<file path="src/rv_pkg.sv">
package rv_pkg;

    localparam int XLEN       = 32;
    localparam int REG_ADDR_W = 5;

    // Major opcodes accepted by the core
    localparam logic [6:0] OPC_OP     = 7'b0110011;
    localparam logic [6:0] OPC_OP_IMM = 7'b0010011;
    localparam logic [6:0] OPC_LUI    = 7'b0110111;

    // funct3 is shared by the register and immediate forms
    localparam logic [2:0] F3_ADD_SUB = 3'b000;
    localparam logic [2:0] F3_SLL     = 3'b001;
    localparam logic [2:0] F3_SLT     = 3'b010;
    localparam logic [2:0] F3_SLTU    = 3'b011;
    localparam logic [2:0] F3_XOR     = 3'b100;
    localparam logic [2:0] F3_SRL_SRA = 3'b101;
    localparam logic [2:0] F3_OR      = 3'b110;
    localparam logic [2:0] F3_AND     = 3'b111;

    // Alternate form selects SUB and SRA/SRAI
    localparam logic [6:0] FUNCT7_NORM = 7'b0000000;
    localparam logic [6:0] FUNCT7_ALT  = 7'b0100000;

    typedef enum logic [3:0] {
        ALU_ADD    = 4'd0,
        ALU_SUB    = 4'd1,
        ALU_SLL    = 4'd2,
        ALU_SLT    = 4'd3,
        ALU_SLTU   = 4'd4,
        ALU_XOR    = 4'd5,
        ALU_SRL    = 4'd6,
        ALU_SRA    = 4'd7,
        ALU_OR     = 4'd8,
        ALU_AND    = 4'd9,
        ALU_PASS_B = 4'd10
    } alu_op_e;

    // One register file write, 38 bits
    typedef struct packed {
        logic                  valid;
        logic [REG_ADDR_W-1:0] rd;
        logic [XLEN-1:0]       data;
    } wb_t;

endpackage : rv_pkg
</file>
<file path="src/id_ex_if.sv">
`timescale 1ns/1ps
interface id_ex_if import rv_pkg::*; ();

    logic                  valid;
    alu_op_e               alu_op;
    logic [REG_ADDR_W-1:0] rd;
    logic [REG_ADDR_W-1:0] rs1;
    logic [REG_ADDR_W-1:0] rs2;
    logic [XLEN-1:0]       rs1_data;
    logic [XLEN-1:0]       rs2_data;
    logic [XLEN-1:0]       imm;
    logic                  op2_is_imm;

    modport decode_mp (
        output valid, alu_op, rd, rs1, rs2, rs1_data, rs2_data, imm, op2_is_imm
    );

    modport execute_mp (
        input  valid, alu_op, rd, rs1, rs2, rs1_data, rs2_data, imm, op2_is_imm
    );

endinterface : id_ex_if

</file>
<file path="src/rv_core.sv">
`timescale 1ns/1ps
module rv_core import rv_pkg::*; #(
    parameter int NUM_REGS = 32
) (
    input  logic                  clk_i,
    input  logic                  reset_i,
    input  logic                  insn_valid_i,
    input  logic [31:0]           insn_i,
    output logic                  wb_valid_o,
    output logic [REG_ADDR_W-1:0] wb_rd_o,
    output logic [XLEN-1:0]       wb_data_o
);

    logic [REG_ADDR_W-1:0] rs1_addr;
    logic [REG_ADDR_W-1:0] rs2_addr;
    logic [XLEN-1:0]       rs1_data;
    logic [XLEN-1:0]       rs2_data;
    wb_t                   wb;

    id_ex_if idex ();

    rv_decode #(
        .NUM_REGS (NUM_REGS)
    ) decode_i (
        .clk_i        (clk_i),
        .reset_i      (reset_i),
        .insn_valid_i (insn_valid_i),
        .insn_i       (insn_i),
        .rs1_data_i   (rs1_data),
        .rs2_data_i   (rs2_data),
        .rs1_addr_o   (rs1_addr),
        .rs2_addr_o   (rs2_addr),
        .idex         (idex.decode_mp)
    );

    rv_regfile #(
        .NUM_REGS (NUM_REGS)
    ) regfile_i (
        .clk_i      (clk_i),
        .reset_i    (reset_i),
        .rs1_addr_i (rs1_addr),
        .rs2_addr_i (rs2_addr),
        .wb_i       (wb),
        .rs1_data_o (rs1_data),
        .rs2_data_o (rs2_data)
    );

    rv_execute execute_i (
        .clk_i   (clk_i),
        .reset_i (reset_i),
        .idex    (idex.execute_mp),
        .wb_o    (wb)
    );

    assign wb_valid_o = wb.valid;
    assign wb_rd_o    = wb.rd;
    assign wb_data_o  = wb.data;

endmodule : rv_core

</file>
<file path="src/rv_execute.sv">
`timescale 1ns/1ps
module rv_execute import rv_pkg::*; (
    input  logic        clk_i,
    input  logic        reset_i,
    id_ex_if.execute_mp idex,
    output wb_t         wb_o
);

    logic            fwd_rs1;
    logic            fwd_rs2;
    logic [XLEN-1:0] op1;
    logic [XLEN-1:0] op2_reg;
    logic [XLEN-1:0] op2;
    logic [4:0]      shamt;
    logic [XLEN-1:0] alu_res;

    // Result of the previous instruction is still in the writeback register
    assign fwd_rs1 = wb_o.valid && (wb_o.rd == idex.rs1);
    assign fwd_rs2 = wb_o.valid && (wb_o.rd == idex.rs2);

    assign op1     = fwd_rs1 ? wb_o.data : idex.rs1_data;
    assign op2_reg = fwd_rs2 ? wb_o.data : idex.rs2_data;
    assign op2     = idex.op2_is_imm ? idex.imm : op2_reg;
    assign shamt   = op2[4:0];

    always_comb begin
        case (idex.alu_op)
            ALU_ADD: begin
                alu_res = op1 + op2;
            end
            ALU_SUB: begin
                alu_res = op1 - op2;
            end
            ALU_SLL: begin
                alu_res = op1 << shamt;
            end
            ALU_SLT: begin
                alu_res = {{(XLEN-1){1'b0}}, $signed(op1) < $signed(op2)};
            end
            ALU_SLTU: begin
                alu_res = {{(XLEN-1){1'b0}}, op1 < op2};
            end
            ALU_XOR: begin
                alu_res = op1 ^ op2;
            end
            ALU_SRL: begin
                alu_res = op1 >> shamt;
            end
            ALU_SRA: begin
                alu_res = $unsigned($signed(op1) >>> shamt);
            end
            ALU_OR: begin
                alu_res = op1 | op2;
            end
            ALU_AND: begin
                alu_res = op1 & op2;
            end
            default: begin
                // LUI
                alu_res = op2;
            end
        endcase
    end

    always_ff @(posedge clk_i) begin
        if (reset_i) begin
            wb_o.valid <= 1'b0;
        end else begin
            wb_o.valid <= idex.valid && (idex.rd != '0);
        end
    end

    always_ff @(posedge clk_i) begin
        wb_o.rd   <= idex.rd;
        wb_o.data <= alu_res;
    end

    a_wb_valid_rd: assert property (
        @(posedge clk_i) disable iff (reset_i)
        wb_o.valid |-> wb_o.rd != '0
    );

endmodule : rv_execute

</file>
<file path="src/rv_regfile.sv">
`timescale 1ns/1ps
module rv_regfile import rv_pkg::*; #(
    parameter int NUM_REGS = 32
) (
    input  logic                  clk_i,
    input  logic                  reset_i,
    input  logic [REG_ADDR_W-1:0] rs1_addr_i,
    input  logic [REG_ADDR_W-1:0] rs2_addr_i,
    input  wb_t                   wb_i,
    output logic [XLEN-1:0]       rs1_data_o,
    output logic [XLEN-1:0]       rs2_data_o
);

    // x0 has no storage
    logic [XLEN-1:0] regs_q [1:NUM_REGS-1];

    always_ff @(posedge clk_i) begin
        if (reset_i) begin
            for (int i = 1; i < NUM_REGS; i++) begin
                regs_q[i] <= '0;
            end
        end else if (wb_i.valid && wb_i.rd != '0) begin
            regs_q[wb_i.rd] <= wb_i.data;
        end
    end

    // Write in the same cycle wins over stored value
    function automatic logic [XLEN-1:0] read_reg(input logic [REG_ADDR_W-1:0] addr);
        logic [XLEN-1:0] data;
        data = '0;
        if (addr != '0 && int'(addr) < NUM_REGS) begin
            if (wb_i.valid && wb_i.rd == addr) begin
                data = wb_i.data;
            end else begin
                data = regs_q[addr];
            end
        end
        return data;
    endfunction

    always_comb begin
        rs1_data_o = read_reg(rs1_addr_i);
    end

    always_comb begin
        rs2_data_o = read_reg(rs2_addr_i);
    end

    a_no_x0_write: assert property (
        @(posedge clk_i) disable iff (reset_i)
        wb_i.valid |-> wb_i.rd != '0 && int'(wb_i.rd) < NUM_REGS
    );

endmodule : rv_regfile

</file>
<file path="src/rv_decode.sv">
`timescale 1ns/1ps
module rv_decode import rv_pkg::*; #(
    parameter int NUM_REGS = 32
) (
    input  logic                  clk_i,
    input  logic                  reset_i,
    input  logic                  insn_valid_i,
    input  logic [31:0]           insn_i,
    input  logic [XLEN-1:0]       rs1_data_i,
    input  logic [XLEN-1:0]       rs2_data_i,
    output logic [REG_ADDR_W-1:0] rs1_addr_o,
    output logic [REG_ADDR_W-1:0] rs2_addr_o,
    id_ex_if.decode_mp            idex
);

    logic [6:0]            opcode;
    logic [2:0]            funct3;
    logic [6:0]            funct7;
    logic [REG_ADDR_W-1:0] rd;
    logic [REG_ADDR_W-1:0] rs1;
    logic [REG_ADDR_W-1:0] rs2;

    alu_op_e               base_op;
    alu_op_e               alu_op;
    logic                  supported;
    logic                  use_rs1;
    logic                  use_rs2;
    logic                  op2_is_imm;
    logic [XLEN-1:0]       imm;
    logic                  regs_ok;

    assign opcode = insn_i[6:0];
    assign rd     = insn_i[11:7];
    assign funct3 = insn_i[14:12];
    assign rs1    = insn_i[19:15];
    assign rs2    = insn_i[24:20];
    assign funct7 = insn_i[31:25];

    assign rs1_addr_o = rs1;
    assign rs2_addr_o = rs2;

    function automatic logic in_range(input logic [REG_ADDR_W-1:0] idx);
        return int'(idx) < NUM_REGS;
    endfunction

    // Same funct3 mapping for register and immediate forms
    always_comb begin
        case (funct3)
            F3_ADD_SUB: base_op = ALU_ADD;
            F3_SLL:     base_op = ALU_SLL;
            F3_SLT:     base_op = ALU_SLT;
            F3_SLTU:    base_op = ALU_SLTU;
            F3_XOR:     base_op = ALU_XOR;
            F3_SRL_SRA: base_op = ALU_SRL;
            F3_OR:      base_op = ALU_OR;
            default:    base_op = ALU_AND;
        endcase
    end

    always_comb begin
        alu_op     = base_op;
        supported  = 1'b0;
        use_rs1    = 1'b0;
        use_rs2    = 1'b0;
        op2_is_imm = 1'b0;
        imm        = {{20{insn_i[31]}}, insn_i[31:20]};
        case (opcode)
            OPC_OP: begin
                use_rs1 = 1'b1;
                use_rs2 = 1'b1;
                if (funct7 == FUNCT7_NORM) begin
                    supported = 1'b1;
                end else if (funct7 == FUNCT7_ALT) begin
                    if (funct3 == F3_ADD_SUB) begin
                        supported = 1'b1;
                        alu_op    = ALU_SUB;
                    end else if (funct3 == F3_SRL_SRA) begin
                        supported = 1'b1;
                        alu_op    = ALU_SRA;
                    end
                end
            end
            OPC_OP_IMM: begin
                use_rs1    = 1'b1;
                op2_is_imm = 1'b1;
                if (funct3 == F3_SLL) begin
                    supported = (funct7 == FUNCT7_NORM);
                end else if (funct3 == F3_SRL_SRA) begin
                    // SRAI is the only immediate op with the alternate funct7
                    supported = (funct7 == FUNCT7_NORM) || (funct7 == FUNCT7_ALT);
                    if (funct7 == FUNCT7_ALT) begin
                        alu_op = ALU_SRA;
                    end
                end else begin
                    supported = 1'b1;
                end
            end
            OPC_LUI: begin
                supported  = 1'b1;
                op2_is_imm = 1'b1;
                alu_op     = ALU_PASS_B;
                imm        = {insn_i[31:12], 12'b0};
            end
            default: begin
                supported = 1'b0;
            end
        endcase
    end

    // Indices past the implemented registers make the instruction a no-op
    assign regs_ok = in_range(rd) && (!use_rs1 || in_range(rs1)) && (!use_rs2 || in_range(rs2));

    always_ff @(posedge clk_i) begin
        if (reset_i) begin
            idex.valid <= 1'b0;
        end else begin
            idex.valid <= insn_valid_i && supported && regs_ok;
        end
    end

    // ID/EX payload
    always_ff @(posedge clk_i) begin
        idex.alu_op     <= alu_op;
        idex.rd         <= rd;
        idex.rs1        <= rs1;
        idex.rs2        <= rs2;
        idex.rs1_data   <= rs1_data_i;
        idex.rs2_data   <= rs2_data_i;
        idex.imm        <= imm;
        idex.op2_is_imm <= op2_is_imm;
    end

    a_no_sub_imm: assert property (
        @(posedge clk_i) disable iff (reset_i)
        idex.valid && idex.op2_is_imm && (idex.alu_op inside {ALU_SUB, ALU_SRA})
        |-> idex.alu_op == ALU_SRA && idex.imm[11:5] == FUNCT7_ALT
    );

endmodule : rv_decode

</file>
<file path="config.mk">
export PLATFORM = sky130hd
export DESIGN_NAME = rv_core
export DESIGN_NICKNAME = d
export VERILOG_FILES = /design/src/rv_pkg.sv /design/src/id_ex_if.sv /design/src/rv_core.sv /design/src/rv_execute.sv /design/src/rv_regfile.sv /design/src/rv_decode.sv
export SDC_FILE = /design/constraint.sdc
export NUM_CORES = 2
export LEC_CHECK = 0
export ABC_AREA = 1
export CAP_MARGIN = 20
export CORE_MARGIN = 10
export CORE_UTILIZATION = 30
export CTS_CLUSTER_SIZE = 16
export DETAILED_ROUTE_END_ITERATION = 10
export DONT_BUFFER_PORTS = 1
export PLACE_DENSITY_LB_ADDON = 0.1
export SLEW_MARGIN = 15
export SYNTH_ARGS = -nofsm -noshare
export SYNTH_HDL_FRONTEND = slang
export SYNTH_HIERARCHICAL = 1
export SYNTH_SLANG_ARGS = --single-unit
</file>
<file path="constraint.sdc">
create_clock -name clk_i -period 4.8 [get_ports clk_i]
set_input_delay 0.48 -clock clk_i [delete_from_list [all_inputs] [get_ports clk_i]]
set_output_delay 0.48 -clock clk_i [all_outputs]
set_load 0.02 [all_outputs]
</file>
* After elaboration in Yosys (flattened, before gate mapping)
Memories as Yosys holds them, arrays and structs flattened. Index checks and enable logic that the tools add are counted.
Cells by class: add/subtract/negate cells 2, $lt $le $gt $ge 2, reductions and logical operators 17, bitwise logic cells 3, eq/ne operators 23, shift operators 3, muxes and demuxes 32
Operators with widths (number):
- 32-bit case mux with 10 select lines | 1
- 32-bit two-way mux | 6
- 32-bit less-than comparator | 2
- 32-bit adder | 1
- 32-bit AND | 1
- 32-bit bitwise OR | 1
- 32-bit OR reduction | 1
- 32-bit by 5-bit << shifter with 32-bit output | 1
- 32-bit by 5-bit right shift with 32-bit output | 1
- 32-bit by 5-bit >>> shifter with 32-bit output | 1
- 32-bit subtractor | 1
- 32-bit XOR | 1
- 31-bit two-way mux | 1
- 4-bit two-way mux | 7
- 4-bit case mux with 7 select lines | 1
- 7-bit by 6-bit equality test with 1-bit output, second input constant | 3
- 5-bit equality test | 4
- 5-bit nonzero test | 4
- 4-bit by 3-bit equality test with 1-bit output, second input constant | 4
- 1-bit two-way mux | 13
- 4-bit case mux with 3 select lines | 1
- 3-bit equality test, second input constant | 3
- 4-bit by 2-bit equality test with 1-bit output, second input constant | 2
- 4-bit equality test, second input constant | 2
- other kinds (12) | 19
Storage, ports and cells: logic and storage cells 96, memory bits (writable) 992, memories 1, output and inout bits 38, bits in registers 155, bits of input ports 35
Memories:
- regfile_i.regs_q | words 31, bits a word 32, rd ports 2, clocked after memory_dff 0, write ports 31, line rv_regfile.sv:15 | logic [XLEN-1:0] regs_q [1:NUM_REGS-1];

* Logic depth before layout (Yosys ltp)
depth in word-level cells 7, mapped depth 28, mapped depth without buffers 25

* Modules after synthesis
Netlist, hierarchy kept.
Modules (own cells, without submodules):
- rv_regfile | cells an instance 7428, times used 1, area each 58896.5 um2
- rv_execute | cells an instance 2357, times used 1, area each 12275.5 um2
- rv_decode | cells an instance 236, times used 1, area each 2989.1 um2

* Worst setup path after synthesis
Ideal clock, no wire load.
path kind reg-to-reg, from reg execute_i/wb_o[32] (netlist name), to reg execute_i/wb_o[28] (netlist name), buffers on the path 3, arrival time 3.618 ns, slack 1.061 ns, stages on the path, launching flop included 24, cell sequence dfxtp_1 -> inv_2 -> nand2_1 -> nand3_1 -> inv_1 -> nand3_2 -> buf_2 -> inv_1 -> clkbuf_1 -> nand2_1 -> o211ai_1 -> and2_1 -> inv_1 -> ha_1 -> clkbuf_1 -> nand2_1 -> nor3_1 -> nand2_1 -> o21ai_0 -> nand3_1 -> a21oi_1 -> nor2_1 -> nor2_1 -> nand3_1
On the way: word-level cells in the longest chain between the ends 6, elaborated cells on any way between the ends 16
Ends and longest elaborated chain:
- start: declaration | line rv_execute.sv:6 | output wb_t wb_o
- 5-bit equality test | line rv_execute.sv:19 | assign fwd_rs2 = wb_o.valid && (wb_o.rd == idex.rs2);
- 1-bit logical AND | line rv_execute.sv:19
- 32-bit two-way mux | line rv_execute.sv:22 | assign op2_reg = fwd_rs2 ? wb_o.data : idex.rs2_data;
- 32-bit two-way mux | line rv_execute.sv:23 | assign op2 = idex.op2_is_imm ? idex.imm : op2_reg;
- 32-bit subtractor (tied with other cells) | line rv_execute.sv:32 | alu_res = op1 - op2;
- 32-bit case mux with 10 select lines (*) | line rv_execute.sv:27 | case (idex.alu_op)
- net execute_i.alu_res[28] | line rv_execute.sv:15 | logic [XLEN-1:0] alu_res;
Mark *: on every way through the listed nets, which the timed path passes. The rest lies on a longest branch. A chain may end at the register's enable or synchronous reset.

* Worst setup path in the final report
from reg execute_i/wb_o[34] (netlist name), to reg execute_i/wb_o[28] (netlist name)
Same word-level chain as after synthesis.

==> flow_results.xml <==
<?xml version="1.0" encoding="UTF-8"?>
<metrics>
  <group name="setup_path">
    <metric name="worst_ep_arrival_time" unit="ns">5.38</metric>
    <metric name="ff2ff_setup_slack" unit="ns">0.13</metric>
    <metric name="worstPathRequired" unit="ns">5.52</metric>
    <metric name="critPathLaunchType" unit="">register</metric>
    <metric name="crit_path_end_kind" unit="">register</metric>
    <metric name="crit_path_max_fanout" unit="">16</metric>
    <metric name="crit_type" unit="">register to register</metric>
  </group>
  <group name="yosys">
    <metric name="synth_top_cells_by_area" unit="">edfxtp_1, nand2_1, nand3_1</metric>
    <metric name="synth_compound_area_share" unit="%">9.77</metric>
    <metric name="yosysWarningCount" unit="">6</metric>
    <metric name="synth_edf_count" unit="">1024</metric>
    <metric name="synth_seq_area_share" unit="%">45.6</metric>
    <metric name="netlist.top_cell.by_area" unit="">edfxtp_1</metric>
    <metric name="synth-seq-cells" unit="">1179</metric>
    <metric name="share_of_async_settable_or_async_resettable_flops_after_synthesis" unit="%">0</metric>
    <metric name="syn-mean-instance-area" unit="um2">7.40</metric>
    <metric name="post_synthesis_mux_area_share" unit="%">0</metric>
    <metric name="synth.top_cells.by_count" unit="">nand2_1, nor2_1, nand3_1, edfxtp_1, inv_1</metric>
    <metric name="synth-main-ff-cell" unit="">edfxtp_1</metric>
    <metric name="synthCells" unit="">10000</metric>
    <metric name="synth_simple_gate_area_share" unit="%">32.7</metric>
    <metric name="mapped_cell_area" unit="mm2">0.0742</metric>
    <metric name="synth_top_family_by_area" unit="">simple AND/OR/NAND/NOR gates</metric>
    <metric name="synth_xor_area_share" unit="%">0.0472</metric>
    <metric name="unique_masters_post_synth" unit="">62</metric>
    <metric name="synth_largest_type_area_fraction" unit="%">41.5</metric>
    <metric name="most_instantiated_library_cell_after_synthesis" unit="">nand2_1</metric>
    <metric name="synthAdderAreaFrac" unit="%">1.71</metric>
  </group>
  <group name="cells_and_area">
    <metric name="ratio_of_cells_with_drive_above_1_in_the_final_layout" unit="%">7.80</metric>
    <metric name="area_delta_synth_final" unit="%">11.1</metric>
    <metric name="final_nets" unit="">9882</metric>
  </group>
  <group name="die">
    <metric name="initial_utilization" unit="%">30.2</metric>
    <metric name="dieArea" unit="mm2">0.267</metric>
    <metric name="rows" unit="">182</metric>
    <metric name="die_width" unit="um">517</metric>
    <metric name="die_height" unit="um">517</metric>
    <metric name="ios" unit="">73</metric>
    <metric name="design.core.area" unit="mm2">0.246</metric>
  </group>
  <group name="sta">
    <metric name="worst_slew_pin_slew" unit="ns">1.82</metric>
    <metric name="whs" unit="ns">0.0737</metric>
    <metric name="fin_worst_skew" unit="ns">0.0487</metric>
    <metric name="totalNegativeSetupSlack" unit="ns">0</metric>
    <metric name="period_share" unit="%">97.2</metric>
    <metric name="total_count_of_max_transition_violations_in_the_final_report" unit="">173</metric>
    <metric name="fin_crit" unit="ns">4.67</metric>
    <metric name="finalHoldViolCount" unit="">0</metric>
    <metric name="timing.max_slew.rel_slack" unit="%">-21.5</metric>
    <metric name="grt_setup_unrepaired" unit="">no</metric>
    <metric name="setup_viol_count_final" unit="">0</metric>
    <metric name="fmax" unit="MHz">214</metric>
  </group>
  <group name="place">
    <metric name="place.gp.congestion" unit="">0.996</metric>
    <metric name="detailed_place_hpwl" unit="um">233000</metric>
    <metric name="numPortBuffers" unit="">0</metric>
  </group>
  <group name="clock_network">
    <metric name="cts_tree" unit="">done</metric>
    <metric name="clk_path_buf_depth" unit="">3</metric>
    <metric name="cts_inserted_buffers" unit="">153</metric>
    <metric name="cts_setup_buffers" unit="">0</metric>
    <metric name="cts.clk_slew.worst_paths" unit="ns">0.06</metric>
    <metric name="clk-insertion-delay-late" unit="ns">0.83</metric>
    <metric name="htree_levels" unit="">4</metric>
    <metric name="cts.root.buffer_cell" unit="">clkbuf_16</metric>
    <metric name="clock_sink_count" unit="">1179</metric>
  </group>
  <group name="power">
    <metric name="power_per_cell_area" unit="mW/mm2">386</metric>
    <metric name="static_power_due_to_leakage" unit="nW">35.3</metric>
    <metric name="max-vdd-ir-drop" unit="uV">271</metric>
  </group>
  <group name="global_route">
    <metric name="use_met3" unit="%">4.45</metric>
    <metric name="global_route.usage.met2" unit="%">41.9</metric>
    <metric name="antenna_found_initial" unit="">15</metric>
    <metric name="first_global_vias" unit="">66500</metric>
    <metric name="global_route.usage.met1" unit="%">36.1</metric>
    <metric name="global_route.peak_usage_layer" unit="">met2</metric>
    <metric name="wire_length_of_the_first_global_routing_pass" unit="um">516000</metric>
    <metric name="grt_overflow" unit="">0</metric>
    <metric name="groute.usage.overall" unit="%">26.7</metric>
    <metric name="maximum_number_of_pins_on_one_net_before_global_route_repair" unit="">779</metric>
  </group>
  <group name="status">
    <metric name="outcome" unit="">finished, violations left</metric>
    <metric name="violated_checks" unit="">max-slew violations</metric>
  </group>
  <group name="drt">
    <metric name="detailroute.via_count" unit="">71400</metric>
    <metric name="drt_wl_total" unit="um">372000</metric>
    <metric name="dr_pass1_iterations" unit="">9</metric>
    <metric name="detailedRoute.firstIterationViolations" unit="">8624</metric>
    <metric name="post_detailed_route_drc_marker_count" unit="">0</metric>
    <metric name="via_density_per_instance" unit="">5.45</metric>
    <metric name="ant_nets" unit="">0</metric>
    <metric name="detail_route.wl_per_cell" unit="um">28.4</metric>
  </group>
  <group name="run">
    <metric name="cap_viol_max_count" unit="">0</metric>
  </group>
  <group name="hold_path">
    <metric name="worst_hold_path_type" unit="">primary input to register</metric>
  </group>
</metrics>
[sequential cells by signal, indices dropped and copies added (netlist names)]
register / count
decode_i/idex.valid: 1
execute_i/wb_o: 38
decode_i/idex.rs1: 5
decode_i/idex.rs1_data: 32
decode_i/idex.rs2: 5
decode_i/idex.op2_is_imm: 1
decode_i/idex.alu_op: 4
regfile_i/regs_q: 1024
decode_i/idex.imm: 32
decode_i/idex.rd: 5
decode_i/idex.rs2_data: 32
[kinds of logic (layout without fill, tap and decap cells)]
logic type	after synthesis	in the layout
compound gates	1255	1255
xor+xnor	4	4
fa+ha+maj	100	100
buf+inv	1738	1557
flops	1179	1179
other cells	1	39
simple gates	5744	5744
[per-layer routing]
metal  vias up  wire [um]
met2      3431     165000
met3       649      29300
met4         6      18800
li1      32300          -
met1     35100     159000
met5         -         35
[report_power, final]
group / switching (mW) / internal (mW) / total, mW
Clock: 4.97 / 6.52 / 11.5
Sequential: 0.364 / 11.7 / 12.0
Combinational: 6.34 / 1.89 / 8.23
Total: 11.7 / 20.1 / 31.8
[final cells by class]
cell class                      count  area (um2)
Fill cell                       26100      164000
Timing Repair Buffer              303        2850
Clock inverter                     86         751
Inverter                          975        3700
Antenna cell                        7        17.5
Sequential cell                  1179       33900
Tap cell                         3220        4030
Multi-Input combinational cell   7135       33100
Clock buffer                      193        4110
[stage by stage]
stage / power, mW / instance area (um2) / utilization (%) / setup WS (ns) / instances
finish: 31.8 / 82400 / 33.5 / 0.133 / 13100
global route: 32.9 / 82400 / 33.5 / 0.0160 / 13100
CTS: 31.6 / 82200 / 33.4 / 0.106 / 13100
detailed placement: 20.0 / 77000 / 31.3 / 0.103 / 12800
global placement: 20.1 / 77000 / 31.3 / 0.0577 / 12800
floorplan: 16.7 / 74300 / - / 1.06 / 10100
[worst max-delay path, cell delays in order (launching register included)]
cell        delay [ns]
dfxtp_1           0.36
buf_4             0.17
nand2_1           0.06
nand2_1           0.10
nor2_4            0.06
nand3_2           0.28
clkinvlp_4        0.37
buf_4             0.28
o211ai_1          0.17
and2_1            0.28
inv_1             0.09
ha_1              0.43
inv_1             0.18
a21oi_1           0.11
inv_1             0.12
a21oi_2           0.11
o21ai_0           0.54
inv_1             0.13
nand2_1           0.22
nand3_1           0.18
nand2_1           0.11
nand2_1           0.05
nand3_1           0.06
nand3_1           0.09
[cell usage in the layout (no fill, tap or decap), types with 26 or more instances in the layout]
| cell type | instances |
|---|---|
| or2_2 | 65 |
| clkbuf_16 | 158 |
| nand2_1 | 2425 |
| buf_4 | 234 |
| a21oi_1 | 408 |
| ha_1 | 98 |
| o21ai_1 | 43 |
| clkinv_1 | 36 |
| inv_2 | 26 |
| dfxtp_1 | 155 |
| nand4_1 | 27 |
| nor2_1 | 1563 |
| edfxtp_1 | 1024 |
| clkbuf_1 | 33 |
| o211ai_1 | 224 |
| nand2_2 | 71 |
| buf_12 | 30 |
| conb_1 | 32 |
| inv_1 | 939 |
| dlygate4sd3_1 | 33 |
| o21ai_0 | 460 |
| nand3_1 | 1471 |
[final timing paths]
kind | start | endpoint | cells past startpoint
worst max register to register | execute_i/wb_o[34] | execute_i/wb_o[28] | 23
worst min-delay path | insn_i[6] | decode_i/idex.op2_is_imm | 5
worst max-delay path | execute_i/wb_o[34] | execute_i/wb_o[28] | 23
worst min register to register | decode_i/idex.rd[3] | execute_i/wb_o[35] | 0
[repair_timing]
item                       CTS  global route
gates resized for setup      0             8
setup endpoints to repair    0            12
hold endpoints to repair    54             0
hold buffers                33             0
Note: power is estimated with default switching activity, not from simulation.
